**src/hdl/pe_consts.svh**
```systemverilog
`ifndef PE_CONSTS_SVH
`define PE_CONSTS_SVH

//////////////////////////////
// lane geometry
//////////////////////////////

// bits per lane
`define PE_LANE_W 8

// lanes per operand word
`define PE_LANES 4

// instruction word
`define PE_INST_W 32

//////////////////////////////
// timing and buffering
//////////////////////////////

// register stages inside one lane
`define PE_LANE_LAT 3

// result buffer entries, also the credits handed out at reset
`define PE_WB_DEPTH 4

`endif

```
**src/hdl/pe_pkg.sv**
```systemverilog
`default_nettype none

package pe_pkg;

    `include "pe_consts.svh"

    //////////////////////////////
    // data widths
    //////////////////////////////

    typedef logic [`PE_LANE_W-1:0]            lane_data_t; // one lane operand/result
    typedef logic [`PE_LANES*`PE_LANE_W-1:0]  word_t;      // lane i at [8i+7:8i]
    typedef logic [`PE_INST_W-1:0]            inst_t;      // opcode [31:29], imm [7:0]

    // occupancy / credits, must reach PE_WB_DEPTH itself
    typedef logic [$clog2(`PE_WB_DEPTH+1)-1:0] credit_t;

    //////////////////////////////
    // opcodes
    //////////////////////////////

    typedef logic [2:0] opcode_t;

    localparam opcode_t op_load = 3'b000; // 3'b100 decodes as load too
    localparam opcode_t op_add  = 3'b001;
    localparam opcode_t op_sub  = 3'b010;
    localparam opcode_t op_mul  = 3'b011;
    localparam opcode_t op_addi = 3'b101; // bit 2 set -> imm broadcast
    localparam opcode_t op_subi = 3'b110;
    localparam opcode_t op_muli = 3'b111;

    //////////////////////////////
    // lane operation
    //////////////////////////////

    typedef logic [1:0] lane_mode_t;

    localparam lane_mode_t mode_pass = 2'd0; // result = a
    localparam lane_mode_t mode_add  = 2'd1;
    localparam lane_mode_t mode_sub  = 2'd2;
    localparam lane_mode_t mode_mul  = 2'd3; // low 8 bits of a*b

endpackage

`default_nettype wire

```
**src/hdl/pe_lane_if.sv**
```systemverilog
`timescale 1ns/1ps
`default_nettype none

// one lane's command, decoder -> lane
// no ready: lanes take a command every cycle, credits keep room downstream
interface lane_cmd_if
    import pe_pkg::*;
();

    logic       valid; // command present this cycle
    lane_mode_t mode;  // pass/add/sub/mul
    lane_data_t a;     // operand a slice
    lane_data_t b;     // opb slice or broadcast imm

    // decoder side
    modport master (
        output valid,
        output mode,
        output a,
        output b
    );

    // lane side
    modport slave (
        input valid,
        input mode,
        input a,
        input b
    );

endinterface

`default_nettype wire

```
**src/hdl/pe_decoder.sv**
```systemverilog
`timescale 1ns/1ps
`default_nettype none

`include "pe_consts.svh"

module pe_decoder
    import pe_pkg::*;
(
    input  wire              clk,
    input  wire              rst_n,
    input  wire              inst_valid,
    output logic             inst_ready,
    input  wire inst_t       inst,
    input  wire word_t       opa,
    input  wire word_t       opb,
    input  wire              credit_return, // one pulse per popped result
    lane_cmd_if.master       lanes [`PE_LANES]
);

    //////////////////////////////
    // credits / handshake
    //////////////////////////////

    credit_t credits;
    logic    accept;

    assign inst_ready = (credits != '0); // every in-flight op owns a buffer slot
    assign accept     = inst_valid && inst_ready;

    always_ff @(posedge clk or negedge rst_n) begin
        if (!rst_n) begin
            credits <= credit_t'(`PE_WB_DEPTH);
        end else begin
            case ({accept, credit_return})
                2'b10:   credits <= credits - 1'b1; // spend
                2'b01:   credits <= credits + 1'b1; // regain
                default: credits <= credits;        // both or neither
            endcase
        end
    end

    //////////////////////////////
    // capture stage
    //////////////////////////////

    logic       cap_valid;
    opcode_t    cap_op;
    lane_data_t cap_imm;
    word_t      cap_opa;
    word_t      cap_opb;

    always_ff @(posedge clk or negedge rst_n) begin
        if (!rst_n) begin
            cap_valid <= 1'b0;
        end else begin
            cap_valid <= accept;
        end
    end

    // payload only, loads on accept
    always_ff @(posedge clk) begin
        if (accept) begin
            cap_op  <= inst[31:29];
            cap_imm <= inst[7:0]; // rest of inst is don't care
            cap_opa <= opa;
            cap_opb <= opb;
        end
    end

    //////////////////////////////
    // opcode table
    //////////////////////////////

    lane_mode_t dec_mode;
    logic       use_imm;

    always_comb begin
        case (cap_op)
            op_load:          dec_mode = mode_pass;
            op_add,  op_addi: dec_mode = mode_add;
            op_sub,  op_subi: dec_mode = mode_sub;
            op_mul,  op_muli: dec_mode = mode_mul;
            default:          dec_mode = mode_pass; // 3'b100, alias of load
        endcase
    end

    // load ignores b entirely, so no imm for it
    assign use_imm = cap_op[2] && (dec_mode != mode_pass);

    //////////////////////////////
    // per-lane command regs
    //////////////////////////////

    for (genvar i = 0; i < `PE_LANES; i++) begin : g_lane_cmd
        always_ff @(posedge clk or negedge rst_n) begin
            if (!rst_n) begin
                lanes[i].valid <= 1'b0;
            end else begin
                lanes[i].valid <= cap_valid;
            end
        end

        always_ff @(posedge clk) begin
            if (cap_valid) begin
                lanes[i].mode <= dec_mode;
                lanes[i].a    <= cap_opa[i*`PE_LANE_W +: `PE_LANE_W];
                lanes[i].b    <= use_imm ? cap_imm
                                         : cap_opb[i*`PE_LANE_W +: `PE_LANE_W];
            end
        end
    end

    // credit accounting must never hand out more slots than the buffer has
    a_credit_max: assert property (@(posedge clk) disable iff (!rst_n)
        credits <= credit_t'(`PE_WB_DEPTH));

    // stalled request holds still until taken
    a_inst_stable: assert property (@(posedge clk) disable iff (!rst_n)
        (inst_valid && !inst_ready) |=>
            (inst_valid && $stable(inst) && $stable(opa) && $stable(opb)));

endmodule

`default_nettype wire

```
**src/hdl/pe_lane.sv**
```systemverilog
`timescale 1ns/1ps
`default_nettype none

`include "pe_consts.svh"

module pe_lane
    import pe_pkg::*;
(
    input  wire        clk,
    input  wire        rst_n,
    lane_cmd_if.slave  cmd,
    output logic       lane_valid,
    output lane_data_t lane_result
);

    // valid travels beside the data, one bit per stage
    logic [`PE_LANE_LAT-1:0] vld_sr;

    lane_mode_t s1_mode;
    lane_data_t s1_a;
    lane_data_t s1_b;
    lane_data_t s2_res;
    lane_data_t s3_res;

    always_ff @(posedge clk or negedge rst_n) begin
        if (!rst_n) begin
            vld_sr <= '0;
        end else begin
            vld_sr <= {vld_sr[`PE_LANE_LAT-2:0], cmd.valid};
        end
    end

    //////////////////////////////
    // data path
    //////////////////////////////

    always_ff @(posedge clk) begin
        // stage 1: operand regs
        if (cmd.valid) begin
            s1_mode <= cmd.mode;
            s1_a    <= cmd.a;
            s1_b    <= cmd.b;
        end

        // stage 2: alu, everything wraps at 8 bits
        if (vld_sr[0]) begin
            case (s1_mode)
                mode_add: s2_res <= s1_a + s1_b;
                mode_sub: s2_res <= s1_a - s1_b;
                mode_mul: s2_res <= s1_a * s1_b; // low byte of product
                default:  s2_res <= s1_a;        // pass
            endcase
        end

        // stage 3: output reg
        if (vld_sr[1]) begin
            s3_res <= s2_res;
        end
    end

    assign lane_valid  = vld_sr[`PE_LANE_LAT-1];
    assign lane_result = s3_res;

endmodule

`default_nettype wire

```
**src/hdl/pe_writeback.sv**
```systemverilog
`timescale 1ns/1ps
`default_nettype none

`include "pe_consts.svh"

module pe_writeback
    import pe_pkg::*;
(
    input  wire                      clk,
    input  wire                      rst_n,
    input  wire [`PE_LANES-1:0]      lane_valid,
    input  wire lane_data_t          lane_result [`PE_LANES],
    output logic                     result_valid,
    input  wire                      result_ready,
    output word_t                    result,
    output logic                     credit_return
);

    localparam int PTR_W = $clog2(`PE_WB_DEPTH);

    typedef enum logic [1:0] {
        wb_empty,
        wb_partial,
        wb_full
    } wb_state_e;

    wb_state_e  state;
    credit_t    count;     // entries held
    credit_t    count_nxt;
    logic [PTR_W-1:0] wr_ptr;
    logic [PTR_W-1:0] rd_ptr;
    word_t      buf_mem [`PE_WB_DEPTH];
    word_t      push_word;
    logic       push;
    logic       pop;

    // lanes run in lockstep, lane 0 speaks for all
    assign push = lane_valid[0];
    assign pop  = result_valid && result_ready;

    always_comb begin
        for (int i = 0; i < `PE_LANES; i++) begin
            push_word[i*`PE_LANE_W +: `PE_LANE_W] = lane_result[i];
        end
    end

    //////////////////////////////
    // circular buffer
    //////////////////////////////

    always_ff @(posedge clk) begin
        if (push) begin
            buf_mem[wr_ptr] <= push_word;
        end
    end

    assign count_nxt = count + credit_t'(push) - credit_t'(pop);

    always_ff @(posedge clk or negedge rst_n) begin
        if (!rst_n) begin
            wr_ptr <= '0;
            rd_ptr <= '0;
            count  <= '0;
            state  <= wb_empty;
        end else begin
            if (push) wr_ptr <= wr_ptr + 1'b1; // depth is a power of two
            if (pop)  rd_ptr <= rd_ptr + 1'b1;
            count <= count_nxt;
            if (count_nxt == '0) begin
                state <= wb_empty;
            end else if (count_nxt == credit_t'(`PE_WB_DEPTH)) begin
                state <= wb_full;
            end else begin
                state <= wb_partial;
            end
        end
    end

    assign result_valid  = (state != wb_empty);
    assign result        = buf_mem[rd_ptr];
    assign credit_return = pop; // slot freed -> decoder may issue again

    // decoder credits reserve a slot for every push
    a_no_push_full: assert property (@(posedge clk) disable iff (!rst_n)
        push |-> (state != wb_full));

    a_lanes_agree: assert property (@(posedge clk) disable iff (!rst_n)
        (&lane_valid) || !(|lane_valid));

endmodule

`default_nettype wire

```
**src/hdl/pe_array_top.sv**
```systemverilog
`timescale 1ns/1ps
`default_nettype none

`include "pe_consts.svh"

module pe_array_top
    import pe_pkg::*;
(
    input  wire         clk,
    input  wire         rst_n,

    // instruction in
    input  wire         inst_valid,
    output logic        inst_ready,
    input  wire inst_t  inst,
    input  wire word_t  opa,
    input  wire word_t  opb,

    // result out
    output logic        result_valid,
    input  wire         result_ready,
    output word_t       result
);

    logic                 credit_return;
    logic [`PE_LANES-1:0] lane_valid;
    lane_data_t           lane_result [`PE_LANES];

    lane_cmd_if lane_cmd [`PE_LANES] ();

    pe_decoder u_decoder (
        .clk           (clk),
        .rst_n         (rst_n),
        .inst_valid    (inst_valid),
        .inst_ready    (inst_ready),
        .inst          (inst),
        .opa           (opa),
        .opb           (opb),
        .credit_return (credit_return),
        .lanes         (lane_cmd)
    );

    //////////////////////////////
    // lanes
    //////////////////////////////

    for (genvar i = 0; i < `PE_LANES; i++) begin : g_lane
        pe_lane u_lane (
            .clk         (clk),
            .rst_n       (rst_n),
            .cmd         (lane_cmd[i]),
            .lane_valid  (lane_valid[i]),
            .lane_result (lane_result[i])
        );
    end

    pe_writeback u_writeback (
        .clk           (clk),
        .rst_n         (rst_n),
        .lane_valid    (lane_valid),
        .lane_result   (lane_result),
        .result_valid  (result_valid),
        .result_ready  (result_ready),
        .result        (result),
        .credit_return (credit_return)
    );

endmodule

`default_nettype wire

```
**config.mk**
```make
export PLATFORM = sky130hd
export DESIGN_NAME = pe_array_top
export DESIGN_NICKNAME = d
export VERILOG_FILES = /design/src/hdl/pe_pkg.sv /design/src/hdl/pe_lane_if.sv /design/src/hdl/pe_decoder.sv /design/src/hdl/pe_lane.sv /design/src/hdl/pe_writeback.sv /design/src/hdl/pe_array_top.sv
export VERILOG_INCLUDE_DIRS = /design/src /design/src/hdl
export SDC_FILE = /design/constraint.sdc
export NUM_CORES = 1
export LEC_CHECK = 0
export BUFFER_PORTS_ARGS = -buffer_cell sky130_fd_sc_hd__buf_2
export CAP_MARGIN = 20
export CORE_MARGIN = 3
export CORE_UTILIZATION = 50
export CTS_BUF_LIST = sky130_fd_sc_hd__clkbuf_8
export DETAILED_ROUTE_END_ITERATION = 16
export PLACE_DENSITY = 0.68
export SLEW_MARGIN = 20
export SYNTH_ARGS = -nofsm -noshare
export SYNTH_HDL_FRONTEND = slang
export SYNTH_HIERARCHICAL = 1
export SYNTH_SLANG_ARGS = --single-unit
```
**constraint.sdc**
```tcl
create_clock -name clk -period 4.4 [get_ports clk]
set_input_delay 0.44 -clock clk [delete_from_list [all_inputs] [get_ports clk]]
set_output_delay 0.44 -clock clk [all_outputs]
set_load 0.02 [all_outputs]
```
==> summary.md <==
| Metric | Value |
|---|---|
| Average cell area after synthesis | `14.6 um2` |
| Met1 usage | `23.6%` |
| CP endpoint kind | `flip-flop` |
| Yosys warns | `6` |
| Net count, final | `1,912` |
| FMAX | `240 MHz` |
| Power consumption | `16.8 mW` |
| WL final | `36,700 um` |
| First-pass GRT wire length | `60,400 um` |
| Starting Density | `51.0%` |
| Share of layout cells above drive strength 1 | `18.3%` |
| Tcrit/Tclk final | `94.8%` |
| LEAKAGE | `9.55 nW` |
| IO buf count | `112` |
| Minimum hold slack | `0.0488 ns` |
| Setup TNS | `0 ns` |
| Top Usage Layer GRT | `met2` |
| CORE AREA | `0.0400 mm2` |
| Crit path required time | `4.71 ns` |
| Routed vias | `11,085` |
| Hpwl dp | `25,000 um` |
| WHS Path Cells | `1` |
| Pre-antenna DRT Iters | `5` |
| RSZ-0062 raised after global routing | `no` |
| Clock transition at path regs | `0.06 ns` |
| CTS tree | `built` |
| DR WL/cell | `16.6 um` |
| R2R depth | `14` |
| Layout area overhead | `15.4%` |
| Via density | `5.02` |
| Crit path DAT | `4.48 ns` |
| Total CTS buffers | `68` |
| Skew-Pair Late Insertion Delay | `0.60 ns` |
| Worst-margin pin slew | `1.01 ns` |
| Hold_sp | `opa[4]` |
| Total die area | `0.0432 mm2` |
| Slew HR | `32.6%` |
| Worst-case clock skew | `0.0307 ns` |
| Commonest non-fill, non-tap cells in the layout | `edfxtp_1 (405), inv_1 (175), nand2_1 (154), ha_1 (119), buf_2 (112)` |
| Fill cells | `3,147` |
| CP Class | `reg2reg` |
| I/O pin count | `134` |
| Final count of negative-setup-slack endpoints | `0` |
| PD cells | `712 mW/mm2` |
| Initial antenna violation count | `0` |
| Mapped cell area | `0.0204 mm2` |
| Grt met2 use | `28.4%` |
| Max_cap viols | `0` |
| Resized cells post-CTS | `0` |
| Max rail drop VDD | `322 uV` |
| Worst-path maximum fanout | `7` |
| Chip height | `208 um` |
| Hold Fails Final Rpt | `0` |
| Syn Nets | `1,673` |
| H-tree depth | `3` |
| Post-DRT Antenna Nets | `0` |
| Longest Clk Path Bufs | `3` |
| Fin crit period | `4.17 ns` |
| R2R Path Start | `g_lane[3].u_lane/s1_b[3]` |
| Hold Crit Class | `in2reg` |
| CTS root buffer | `clkbuf_8` |
| Post-Synthesis Cells | `1,400` |
| Diode count | `0` |
| Number of global-route vias before repair | `11,755` |
| CP Launch Type | `flip-flop` |
| Post-route DRC | `0` |
| Final Wtd Congestion | `0.879` |
| Rows | `73` |
| Most common cell after layout, fill and taps aside | `edfxtp_1` |
| CP startpoint | `g_lane[3].u_lane/s1_b[3]` |
| Met3 Track Usage GR | `3.77%` |
| Max-slew violations | `0` |
| Grt ovf | `0` |
| Largest net degree at the start of global routing | `47` |
| Status | `completed` |
| Die span in x | `208 um` |
| Clock Sinks | `428` |
| Gr usage total | `17.5%` |
| Iteration-0 DRC Markers | `598` |
[path summary, 6_finish.rpt]
kind | slack (ns) | endpoint
min in group asynchronous | 0.39 | g_lane[2].u_lane/vld_sr[0]
max in group asynchronous | 3.54 | u_writeback/rd_ptr[1]
worst min register to register | 0.39 | g_lane[0].u_lane/s1_b[0]
worst max-delay path | 0.23 | g_lane[3].u_lane/s2_res[7]
worst min-delay path | 0.05 | u_decoder/cap_opa[4]
worst max register to register | 0.23 | g_lane[3].u_lane/s2_res[7]
[registers in the layout (all words and copies together) (netlist names), 3 cells and up]
signal,flops
u_decoder/cap_opa,32
u_decoder/cap_imm,8
g_lane.u_lane/s1_mode,8
u_decoder/lanes.b,32
g_lane.u_lane/lane_result,32
u_decoder/cap_opb,32
u_writeback/buf_mem,128
u_decoder/lanes.a,32
g_lane.u_lane/vld_sr,9
g_lane.u_lane/s1_b,32
u_decoder/credits,3
g_lane.u_lane/s2_res,32
u_decoder/cap_op,3
g_lane.u_lane/s1_a,32
u_writeback/count,3
[area by class of cell]
cell class | instances | area (um2) | area share [%]
Tap cell | 525 | 657 | 2.79
Clock buffer | 81 | 1110 | 4.74
Clock inverter | 34 | 210 | 0.893
Timing Repair Buffer | 212 | 1480 | 6.30
Inverter | 159 | 598 | 2.54
Multi-Input combinational cell | 770 | 6730 | 28.6
Sequential cell | 428 | 12700 | 54.1
[where the power goes]
group | switching [mW] | total (mW) | internal (mW)
Sequential | 0.756 | 6.71 | 5.95
Combinational | 3.76 | 6.83 | 3.07
Clock | 1.43 | 3.21 | 1.79
[per-stage QoR]
step	instances	setup WS, ns	util, %	area [um2]
after floorplan	1400	0.547	-	20400
after global routing	2209	0.00227	58.8	23500
final	2209	0.228	58.8	23500
after detailed placement	2020	0.240	53.7	21500
after CTS	2204	0.219	58.7	23500
after global placement	2020	0.248	53.7	21500
[what timing repair did]
item                                    4_1_cts  5_1_grt
setup buffers                                 0        5
hold buffers                                 69        0
endpoints found under the setup margin        0        1
endpoints found under the hold margin        90        0
[critical path, stage by stage (launching register included)]
cell and delay (ns):
edfxtp_1 0.57, nand2_1 0.13, fa_1 0.44, fa_1 0.54, inv_1 0.05, fa_1 0.47, inv_1 0.05, fa_1 0.53
inv_1 0.04, ha_1 0.32, a21oi_1 0.18, xnor2_1 0.16, xnor2_1 0.11, a221oi_2 0.22, a21oi_1 0.09
[metal layers]
| metal | vias up | wire length (um) |
|---|---|---|
| li1 | 5377 | - |
| met4 | 0 | 751 |
| met5 | - | 0 |
| met2 | 290 | 17700 |
| met3 | 53 | 1920 |
| met1 | 5365 | 16300 |
Note: power is estimated with default switching activity, not from simulation.
